==> src/source/complex_pkg.sv <==
// ~~~~~~~~~~~~~~~~~~~~
// Compute complex shared definitions
// Sizes, control address map, opcodes and the packed
// structs that travel between loader, core and mover
// ~~~~~~~~~~~~~~~~~~~~
package complex_pkg;

    localparam int data_width = 32;
    localparam int register_count = 16;
    localparam int register_index_width = 4;
    localparam int n_constants = 3;
    localparam int constant_index_width = 2;
    localparam int program_depth = 8;
    localparam int program_index_width = 3;
    // Wide enough to hold a full program length of program_depth
    localparam int program_count_width = 4;
    localparam int n_channels = 2;
    localparam int channel_index_width = 1;
    localparam int control_address_width = 8;

    // Control address map, one address per word
    localparam logic [control_address_width-1:0] constant_value_base = 8'h00;
    localparam logic [control_address_width-1:0] constant_target_base = 8'h04;
    localparam logic [control_address_width-1:0] program_length_address = 8'h08;
    localparam logic [control_address_width-1:0] instruction_base = 8'h10;
    localparam logic [control_address_width-1:0] channel_source_base = 8'h20;

    typedef enum logic [1:0] {
        op_add,
        op_sub,
        op_mul,
        op_and
    } opcode_t;

    typedef struct packed {
        logic valid;
        logic [control_address_width-1:0] address;
        logic [data_width-1:0] data;
    } control_write_t;

    typedef struct packed {
        logic valid;
        logic [register_index_width-1:0] index;
        logic [data_width-1:0] value;
    } register_write_t;

    // Taken from the low 14 bits of a control write
    typedef struct packed {
        opcode_t opcode;
        logic [register_index_width-1:0] destination;
        logic [register_index_width-1:0] source_a;
        logic [register_index_width-1:0] source_b;
    } instruction_t;

    typedef struct packed {
        logic valid;
        logic [channel_index_width-1:0] channel;
        logic [data_width-1:0] value;
    } output_word_t;

    // True when address falls in the count words starting at base
    function automatic logic in_region(
        input logic [control_address_width-1:0] address,
        input logic [control_address_width-1:0] base,
        input int unsigned count
    );
        logic [control_address_width-1:0] offset;
        offset = address - base;
        return offset < count;
    endfunction

endpackage

==> src/source/constant_loader.sv <==
// ~~~~~~~~~~~~~~~~~~~~
// Constant loader
// Replays the stored constants into the register file on
// start, lets them settle and then starts the core
// ~~~~~~~~~~~~~~~~~~~~
`timescale 1ns/1ns

module constant_loader (
    input logic core_clock,
    input logic rst_n,
    input complex_pkg::control_write_t control,
    input logic start,
    input logic core_busy,
    input logic data_in_valid,
    output complex_pkg::register_write_t constant_write,
    output logic run
);

    typedef enum logic [1:0] {
        loader_idle,
        loader_write,
        loader_settle
    } loader_state_t;

    localparam logic [complex_pkg::constant_index_width-1:0] last_slot =
        complex_pkg::constant_index_width'(complex_pkg::n_constants - 1);

    logic [complex_pkg::data_width-1:0] constant_value [complex_pkg::n_constants];
    logic [complex_pkg::register_index_width-1:0] constant_target [complex_pkg::n_constants];
    logic [complex_pkg::control_address_width-1:0] value_offset;
    logic [complex_pkg::control_address_width-1:0] target_offset;
    logic [complex_pkg::constant_index_width-1:0] slot;
    logic settle_count;
    loader_state_t state;

    assign value_offset = control.address - complex_pkg::constant_value_base;
    assign target_offset = control.address - complex_pkg::constant_target_base;

    always_ff @(posedge core_clock or negedge rst_n) begin
        if (!rst_n) begin
            for (int k = 0; k < complex_pkg::n_constants; k++) begin
                constant_value[k] <= '0;
                constant_target[k] <= '0;
            end
        end else if (control.valid) begin
            if (complex_pkg::in_region(control.address, complex_pkg::constant_value_base,
                                       complex_pkg::n_constants)) begin
                constant_value[value_offset[complex_pkg::constant_index_width-1:0]] <=
                    control.data;
            end
            if (complex_pkg::in_region(control.address, complex_pkg::constant_target_base,
                                       complex_pkg::n_constants)) begin
                constant_target[target_offset[complex_pkg::constant_index_width-1:0]] <=
                    control.data[complex_pkg::register_index_width-1:0];
            end
        end
    end

    // A data_in write takes the register file port, so the slot is held for a cycle
    always_ff @(posedge core_clock or negedge rst_n) begin
        if (!rst_n) begin
            state <= loader_idle;
            slot <= '0;
            settle_count <= 1'b0;
        end else begin
            case (state)
                loader_idle: begin
                    if (start && !core_busy) begin
                        state <= loader_write;
                        slot <= '0;
                    end
                end
                loader_write: begin
                    if (!data_in_valid) begin
                        if (slot == last_slot) begin
                            state <= loader_settle;
                            settle_count <= 1'b0;
                        end else begin
                            slot <= slot + 1'b1;
                        end
                    end
                end
                loader_settle: begin
                    settle_count <= 1'b1;
                    if (settle_count) begin
                        state <= loader_idle;
                    end
                end
                default: state <= loader_idle;
            endcase
        end
    end

    assign constant_write.valid = (state == loader_write) && !data_in_valid;
    assign constant_write.index = constant_target[slot];
    assign constant_write.value = constant_value[slot];

    // Second settle cycle
    assign run = (state == loader_settle) && settle_count;

endmodule

==> src/source/compute_core.sv <==
// ~~~~~~~~~~~~~~~~~~~~
// Compute core
// Register file, instruction store and a single issue
// datapath that runs the program once per run strobe
// ~~~~~~~~~~~~~~~~~~~~
`timescale 1ns/1ns

module compute_core (
    input logic core_clock,
    input logic rst_n,
    input complex_pkg::control_write_t control,
    input complex_pkg::register_write_t data_in,
    input complex_pkg::register_write_t constant_write,
    input logic run,
    output logic busy,
    output logic done,
    input logic [complex_pkg::register_index_width-1:0] read_index,
    output logic [complex_pkg::data_width-1:0] read_value
);

    localparam logic [complex_pkg::program_count_width-1:0] max_length =
        complex_pkg::program_count_width'(complex_pkg::program_depth);

    logic [complex_pkg::data_width-1:0] registers [complex_pkg::register_count];
    complex_pkg::instruction_t program_store [complex_pkg::program_depth];
    logic [complex_pkg::program_count_width-1:0] program_length;
    logic [complex_pkg::program_count_width-1:0] run_length;
    logic [complex_pkg::program_count_width-1:0] pc;
    logic [complex_pkg::control_address_width-1:0] instruction_offset;
    complex_pkg::instruction_t current;
    logic [complex_pkg::data_width-1:0] operand_a;
    logic [complex_pkg::data_width-1:0] operand_b;
    logic [complex_pkg::data_width-1:0] result;
    complex_pkg::register_write_t external_write;
    logic executing;

    assign instruction_offset = control.address - complex_pkg::instruction_base;

    always_ff @(posedge core_clock or negedge rst_n) begin
        if (!rst_n) begin
            program_length <= '0;
            for (int i = 0; i < complex_pkg::program_depth; i++) begin
                program_store[i] <= '0;
            end
        end else if (control.valid) begin
            if (control.address == complex_pkg::program_length_address) begin
                if (control.data > complex_pkg::program_depth) begin
                    program_length <= max_length;
                end else begin
                    program_length <= control.data[complex_pkg::program_count_width-1:0];
                end
            end
            if (complex_pkg::in_region(control.address, complex_pkg::instruction_base,
                                       complex_pkg::program_depth)) begin
                program_store[instruction_offset[complex_pkg::program_index_width-1:0]] <=
                    control.data[$bits(complex_pkg::instruction_t)-1:0];
            end
        end
    end

    // The length is captured at run so a late control write cannot stall the sequencer
    always_ff @(posedge core_clock or negedge rst_n) begin
        if (!rst_n) begin
            busy <= 1'b0;
            pc <= '0;
            run_length <= '0;
        end else if (!busy) begin
            if (run) begin
                busy <= 1'b1;
                pc <= '0;
                run_length <= program_length;
            end
        end else if (pc == run_length) begin
            busy <= 1'b0;
        end else begin
            pc <= pc + 1'b1;
        end
    end

    assign executing = busy && (pc != run_length);
    assign done = busy && (pc == run_length);

    assign current = program_store[pc[complex_pkg::program_index_width-1:0]];
    assign operand_a = registers[current.source_a];
    assign operand_b = registers[current.source_b];

    always_comb begin
        case (current.opcode)
            complex_pkg::op_add: result = operand_a + operand_b;
            complex_pkg::op_sub: result = operand_a - operand_b;
            // Only the low word of the product is kept
            complex_pkg::op_mul: result = operand_a * operand_b;
            default: result = operand_a & operand_b;
        endcase
    end

    // External data has priority over the constant loader
    assign external_write = data_in.valid ? data_in : constant_write;

    always_ff @(posedge core_clock or negedge rst_n) begin
        if (!rst_n) begin
            for (int r = 0; r < complex_pkg::register_count; r++) begin
                registers[r] <= '0;
            end
        end else if (executing) begin
            registers[current.destination] <= result;
        end else if (!busy && external_write.valid) begin
            registers[external_write.index] <= external_write.value;
        end
    end

    assign read_value = registers[read_index];

endmodule

==> src/source/data_mover.sv <==
// ~~~~~~~~~~~~~~~~~~~~
// Data mover
// Reads the selected result registers after the core
// finishes and streams them out one channel per cycle
// ~~~~~~~~~~~~~~~~~~~~
`timescale 1ns/1ns

module data_mover (
    input logic core_clock,
    input logic rst_n,
    input complex_pkg::control_write_t control,
    input logic start,
    output logic [complex_pkg::register_index_width-1:0] read_index,
    input logic [complex_pkg::data_width-1:0] read_value,
    output complex_pkg::output_word_t data_out,
    output logic done
);

    localparam logic [complex_pkg::channel_index_width-1:0] last_channel =
        complex_pkg::channel_index_width'(complex_pkg::n_channels - 1);

    logic [complex_pkg::register_index_width-1:0] channel_source [complex_pkg::n_channels];
    logic [complex_pkg::control_address_width-1:0] source_offset;
    logic [complex_pkg::channel_index_width-1:0] cursor;
    logic active;

    assign source_offset = control.address - complex_pkg::channel_source_base;

    always_ff @(posedge core_clock or negedge rst_n) begin
        if (!rst_n) begin
            for (int c = 0; c < complex_pkg::n_channels; c++) begin
                channel_source[c] <= '0;
            end
        end else if (control.valid && complex_pkg::in_region(control.address,
                     complex_pkg::channel_source_base, complex_pkg::n_channels)) begin
            channel_source[source_offset[complex_pkg::channel_index_width-1:0]] <=
                control.data[complex_pkg::register_index_width-1:0];
        end
    end

    // Cursor rests at channel 0, so the first read is already set up when start arrives
    assign read_index = channel_source[cursor];

    always_ff @(posedge core_clock or negedge rst_n) begin
        if (!rst_n) begin
            active <= 1'b0;
            cursor <= '0;
            data_out <= '0;
            done <= 1'b0;
        end else begin
            done <= data_out.valid && (data_out.channel == last_channel);
            data_out.valid <= 1'b0;
            if (active || start) begin
                data_out.valid <= 1'b1;
                data_out.channel <= cursor;
                data_out.value <= read_value;
                if (cursor == last_channel) begin
                    active <= 1'b0;
                    cursor <= '0;
                end else begin
                    active <= 1'b1;
                    cursor <= cursor + 1'b1;
                end
            end
        end
    end

endmodule

==> src/source/core_complex.sv <==
// ~~~~~~~~~~~~~~~~~~~~
// Core complex top level
// Constant loader, compute core and data mover sharing
// one control bus
// ~~~~~~~~~~~~~~~~~~~~
`timescale 1ns/1ns

module core_complex (
    input logic core_clock,
    input logic rst_n,
    input complex_pkg::control_write_t control,
    input logic start,
    input complex_pkg::register_write_t data_in,
    output complex_pkg::output_word_t data_out,
    output logic done
);

    complex_pkg::register_write_t constant_write;
    logic run;
    logic core_busy;
    logic core_done;
    logic [complex_pkg::register_index_width-1:0] read_index;
    logic [complex_pkg::data_width-1:0] read_value;

    constant_loader loader (
        .core_clock(core_clock),
        .rst_n(rst_n),
        .control(control),
        .start(start),
        .core_busy(core_busy),
        .data_in_valid(data_in.valid),
        .constant_write(constant_write),
        .run(run)
    );

    compute_core core (
        .core_clock(core_clock),
        .rst_n(rst_n),
        .control(control),
        .data_in(data_in),
        .constant_write(constant_write),
        .run(run),
        .busy(core_busy),
        .done(core_done),
        .read_index(read_index),
        .read_value(read_value)
    );

    // The mover starts on the core's completion strobe
    data_mover mover (
        .core_clock(core_clock),
        .rst_n(rst_n),
        .control(control),
        .start(core_done),
        .read_index(read_index),
        .read_value(read_value),
        .data_out(data_out),
        .done(done)
    );

endmodule

==> config.mk <==
export PLATFORM = sky130hd
export DESIGN_NAME = core_complex
export DESIGN_NICKNAME = d
export VERILOG_FILES = /design/src/source/complex_pkg.sv /design/src/source/constant_loader.sv /design/src/source/compute_core.sv /design/src/source/data_mover.sv /design/src/source/core_complex.sv
export SDC_FILE = /design/constraint.sdc
export NUM_CORES = 2
export LEC_CHECK = 0
export BUFFER_PORTS_ARGS = -buffer_cell sky130_fd_sc_hd__buf_2
export CORE_MARGIN = 1.5
export CORE_UTILIZATION = 40
export DETAILED_ROUTE_END_ITERATION = 8
export PLACE_DENSITY = 0.55
export RECOVER_POWER = 100
export SLEW_MARGIN = 25
export SYNTH_ARGS = -nofsm -noshare
export SYNTH_HDL_FRONTEND = slang
export SYNTH_SLANG_ARGS = --single-unit
export TNS_END_PERCENT = 30
==> constraint.sdc <==
create_clock -name core_clock -period 11.3 [get_ports core_clock]
set_input_delay 2.26 -clock core_clock [delete_from_list [all_inputs] [get_ports core_clock]]
set_output_delay 2.26 -clock core_clock [all_outputs]
set_load 0.1 [all_outputs]
* Word-level counts from Yosys, hierarchy flattened
Cells that the tools add are included.
** Storage, ports and cells
- Flip-flop bits (word level) :: 795
- Output and inout bits :: 35
- Logic and storage cells :: 226
** Cells by class
- Add/sub/neg operators :: 8
- $mul :: 1
- Magnitude comparators :: 23
- Equality and inequality tests :: 14
- Multiplexer cells :: 65
- Bitwise gates (word level) :: 14
- Reductions and logical operators :: 32
** Operators with widths (count)
- $bwmux W512 :: 2
- $mux W512 :: 2
- $bmux W32 S4 :: 3
- $mux W32 :: 11
- $demux W32 S4 :: 2
- $bwmux W112 :: 1
- $bwmux W96 :: 1
- $pmux W32 S3 :: 1
- $bmux W32 S2 :: 1
- $demux W32 S2 :: 1
- $mux W4 :: 11
- $bmux W14 S3 :: 1
- $demux W14 S3 :: 1
- $mux W14 :: 3
- $mux W37 :: 1
- $mux W34 :: 1
- $add A32 B32 Y32 :: 1
- $and A32 B32 Y32 :: 1
- $gt A32 B4 Y1 const B :: 1
- $mul A32 B32 Y32 :: 1
- $sub A32 B32 Y32 :: 1
- $ge A5 B5 Y1 const B :: 5
- $not A4 Y5 :: 5
- $lt A8 B2 Y1 const B :: 3
- 43 further kinds :: 96

* Longest topological paths before layout
- Depth in word-level cells :: 13
- Mapped depth :: 46
- Gate-level depth less buffers :: 37

* By module
From an unflattened synthesis, not the netlist that was laid out.
** Second synthesis, totals
- Cells, all modules :: 6645
- Area, all modules :: 66692.7 µm²
** Modules (own cells, without submodules)
- compute_core :: instances 1, cells each 6153, area an instance 59872.4 µm², seq. area each 15940.3 µm²
- constant_loader :: instances 1, cells each 385, area an instance 5072.4 µm², seq. area each 2827.7 µm²
- data_mover :: instances 1, cells each 107, area an instance 1747.9 µm², seq. area each 1101.1 µm²

* Worst setup path after synthesis
OpenSTA, ideal clock, no wires.
- Path type :: register -> register
- From :: reg core.pc[0] (netlist name)
- To :: reg core.registers[285] (netlist name)
- Library setup time :: 0.126 ns
- Arrival :: 10.040 ns
- Required time :: 11.174 ns
- Slack :: 1.134 ns
- Stages on the path, launching flop included :: 42
- Path buffers :: 9
- Period minus slack after synthesis :: 10.166 ns
- Path through :: dfrtp_1 > buf_4 > mux4_2 > or2_0 > clkbuf_1 > and2_1 > buf_2 > buf_4 > buf_2 > buf_4 > buf_2 > nand2_1 > a311oi_1 > o31ai_2 > clkbuf_1 > nor2_1 > fa_1 > fa_1 > [6 not listed] > fa_1 > inv_1 > fa_1 > fa_1 > ha_1 > nand3_1 > nor3_1 > a211o_1 > or3_1 > o21ai_0 > a21oi_1 > o31ai_1 > xor2_1 > nor2_1 > o21ai_0 > o2111ai_2 > buf_2 > a221o_1
** On the way
- Longest elaborated chain between the ends :: 12
- Elaborated cells on any way between the ends :: 31
** RTL lines
- from (decl) :: RTL line compute_core.sv:28 : logic [complex_pkg::program_count_width-1:0] pc;
- from (signal assigned) :: RTL line compute_core.sv:76 : pc <= pc + 1'b1;
- $not A3 Y4 (not written as such) :: RTL line compute_core.sv:83 : assign current = program_store[pc[complex_pkg::program_index_width-1:0]];
- $bmux W14 S3 :: RTL line compute_core.sv:83
- $mux W14 (not written as such) (2 in a row) :: RTL line compute_core.sv:83
- $not A4 Y5, on equally long branches :: RTL line compute_core.sv:84, compute_core.sv:85
- $bmux W32 S4, on equally long branches :: RTL line compute_core.sv:84, compute_core.sv:85
- $mux W32, on equally long branches (2 in a row) :: RTL line compute_core.sv:84, compute_core.sv:85
- $mul A32 B32 Y32, or another cell as far along :: RTL line compute_core.sv:92 : complex_pkg::op_mul: result = operand_a * operand_b;
- $pmux W32 S3 :: RTL line compute_core.sv:88 : case (current.opcode)
- $bwmux W512 :: RTL line compute_core.sv:106 : registers[current.destination] <= result;
- $mux W512 :: RTL line compute_core.sv:105 : end else if (executing) begin
- to (signal, indexed assignment) :: RTL line compute_core.sv:106
- to (signal, indexed assignment) :: RTL line compute_core.sv:108 : registers[external_write.index] <= external_write.value;
- to (decl) :: RTL line compute_core.sv:24 : logic [complex_pkg::data_width-1:0] registers [complex_pkg::register_count];
Several ways; a longest one is shown, not always the timed one. The select of a mux whose other input is x is not followed.
A chain may end at the register's enable or synchronous reset.

* Worst setup path after layout
- From :: reg core.pc[0] (netlist name)
- To :: reg core.registers[158] (netlist name)
Same word-level chain as after synthesis.

==> flow_summary.json <==
{
  "status": "finished, violations left",
  "violations": "capacitance limit, slew limit",
  "fill_cells": 15800,
  "dpl.hpwl_microns": 220000,
  "via_count": 61600,
  "cts_hold_buf": 0,
  "synth_async_sr_flop_share": 1.00,
  "dpl_cell_area_sq_um": 72100,
  "cp_max_fo": 16,
  "synth_top_area_cell": "dfrtp_1",
  "drv_cap": 13,
  "syn_inst": 7005,
  "yosysUniqueCellTypes": 94,
  "maxSlewViolCount": 741,
  "synth_edf_count": 0,
  "num_rows": 149,
  "grt_pass1_wl_microns": 458000,
  "netlist.area_leader.share": 0.297,
  "syn2layout_area_growth_pct": 13.4,
  "skew_ns": 0.0655,
  "fin_ws_ns": 0.286,
  "clkTransAtPathRegs_ns": 0.06,
  "worst_path_largest_cell_delay_ns": 0.67,
  "synth_common_cells": "nand2_1, dfrtp_1, nor2_1",
  "syn_area_per_cell_sq_um": 9.55,
  "hold_viol_final": 0,
  "numPortBuffers": 115,
  "start_util": 0.404,
  "slew_headroom": -2.61,
  "route.detailed.wl_per_inst_microns": 34.7,
  "core_area_sq_um": 166000,
  "crit_top_cell": "fa_1",
  "die_y_microns": 412,
  "cp-end-kind": "register",
  "via_per_inst": 6.58,
  "grt_max_degree": 176,
  "fin_area_sq_um": 75900,
  "hold_path_class": "reg -> reg",
  "grt_usage": 0.377,
  "setup_viol": 0,
  "place_inst": 9149,
  "post-place-ws_ns": -0.237,
  "multiInputGateArea_sq_um": 43500,
  "drive_gt1_frac": 0.188,
  "min_period_over_period": 0.975,
  "worstMarginPinSlew_ns": 5.41,
  "root_buffer": "clkbuf_16",
  "yosysMostFrequentCell": "nand2_1",
  "clock_latency_ns": 0.77,
  "setup_tns_ns": 0,
  "ant_nets": 0,
  "antenna_found_initial": 19,
  "first_pass_iters": 9,
  "rsz0062_at_grt": "false",
  "synth-seq-cells": 794,
  "cts_tree": "built",
  "cp.required_ns": 11.87,
  "yosysSeqAreaShare": 0.297,
  "final_nets": 7731,
  "drt_wl_total_microns": 325000,
  "grt_overflow": 0,
  "cts-buffers-inserted": 98,
  "pin_count": 116,
  "regArea_sq_um": 19900,
  "yosysWarnings": 0,
  "die_w_microns": 412,
  "fmax_mhz": 90.8,
  "fin_cells": 9360,
  "fp.dieArea_sq_um": 170000,
  "grt_pass1_vias": 59900,
  "synth_area_leaders": "dfrtp_1, fa_1, mux2i_1",
  "crit_type": "reg -> reg",
  "cts.sinks": 794,
  "drc_errors": 0,
  "htreeDepth": 3,
  "start_kind": "register",
  "period_needed_ns": 11.01,
  "cts_max_path_buffers": 3,
  "gp_congestion": 1.01,
  "syn_area_sq_um": 66900,
  "cp.arrival_ns": 11.58,
  "synthFlopType": "dfrtp_1",
  "syn_nets": 7653,
  "drtIter0Drc": 8341,
  "slowest_stage": "o41ai_2"
}
area by class of cell:
| class | instances | share of cell area |
|---|---|---|
| antenna | 6 | 0.000198 |
| inverter | 491 | 0.0243 |
| sequential | 794 | 0.262 |
| multi-input combinational | 5146 | 0.573 |
| clock buffer | 134 | 0.0369 |
| tap | 2189 | 0.0361 |
| timing repair buffer | 552 | 0.0570 |
| clock inverter | 48 | 0.0102 |
layer usage:
layer / vias up / wire length (microns) / track usage
met2: 4337 / 131000 / 0.530
met4: 10 / 24400 / 0.226
li1: 24900 / - / -
met3: 1120 / 42900 / 0.121
met5: - / 68 / 0
met1: 31300 / 126000 / 0.504
cell usage in the layout, fill, tap and decap left out, types with 64 or more instances in the layout:
cell type / count
ha_1: 158
mux2i_1: 449
a22o_1: 68
inv_1: 479
buf_2: 78
a221o_1: 146
clkbuf_16: 98
buf_4: 372
o21ai_0: 334
mux4_2: 192
nand3_1: 101
a21oi_1: 78
fa_1: 409
dfrtp_1: 791
clkbuf_1: 68
a22oi_1: 218
mux2_2: 242
xnor2_1: 82
nor2_1: 619
nand2_1: 1027
o22ai_1: 71
and3_1: 64
state kept, by name, indices dropped and copies added, names as in the netlist:
signal	flops
core.busy	1
core.pc	4
core.program_length	4
core.program_store	112
core.registers	512
core.run_length	4
loader.constant_target	12
loader.constant_value	96
loader.settle_count	1
loader.slot	2
loader.state	2
mover.active	1
mover.channel_source	8
mover.data_out	34
mover.done	1
worst paths after layout:
path                                     endpoint                    from  slack [ns]  cells past startpoint
max                           core.registers[158]              core.pc[0]        0.29                     35
min                        core.program_length[2]  core.program_length[2]        0.47                      2
max reg2reg                   core.registers[158]              core.pc[0]        0.29                     35
min reg2reg                core.program_length[2]  core.program_length[2]        0.47                      2
max in group asynchronous       mover.data_out[2]                   rst_n        1.44                      3
min in group asynchronous      mover.data_out[28]                   rst_n        3.46                      1
critical path, delay by kind of cell (launching register included):
kind,cells,cell delay [ns]
DFF,1,0.44
AOI/OAI and AO/OA,12,3.13
and+or+nand+nor,4,1.06
buffers and inverters,8,1.31
adders and majority gates,9,4.27
muxes,2,0.62
what timing repair did:
item                                    CTS  global route
setup buffers                             0            20
endpoints found under the setup margin   32            96
pin swaps                                 0             8
resized for setup                         1            21
cloned                                    0             2
kinds of logic after synthesis:
kind of cell	count (synthesis)	share of synthesized area
AND/OR/NAND/NOR	2110	0.132
buffers and inverters	1067	0.0662
AO/OA/AOI/OAI	1431	0.156
adder cells (fa/ha/maj)	567	0.152
XOR/XNOR	129	0.0194
flip-flops	794	0.297
multiplexers	907	0.177
per-stage QoR:
stage                util  hold slack, ns
finish              0.458           0.466
global route        0.458           0.499
CTS                 0.457           0.465
detailed placement  0.436           0.452
global placement    0.435           0.446
floorplan               -           0.433
Power is left out: the tool's default activity adds up to more than one toggle a clock period on the data nets, which glitch-free logic cannot reach.
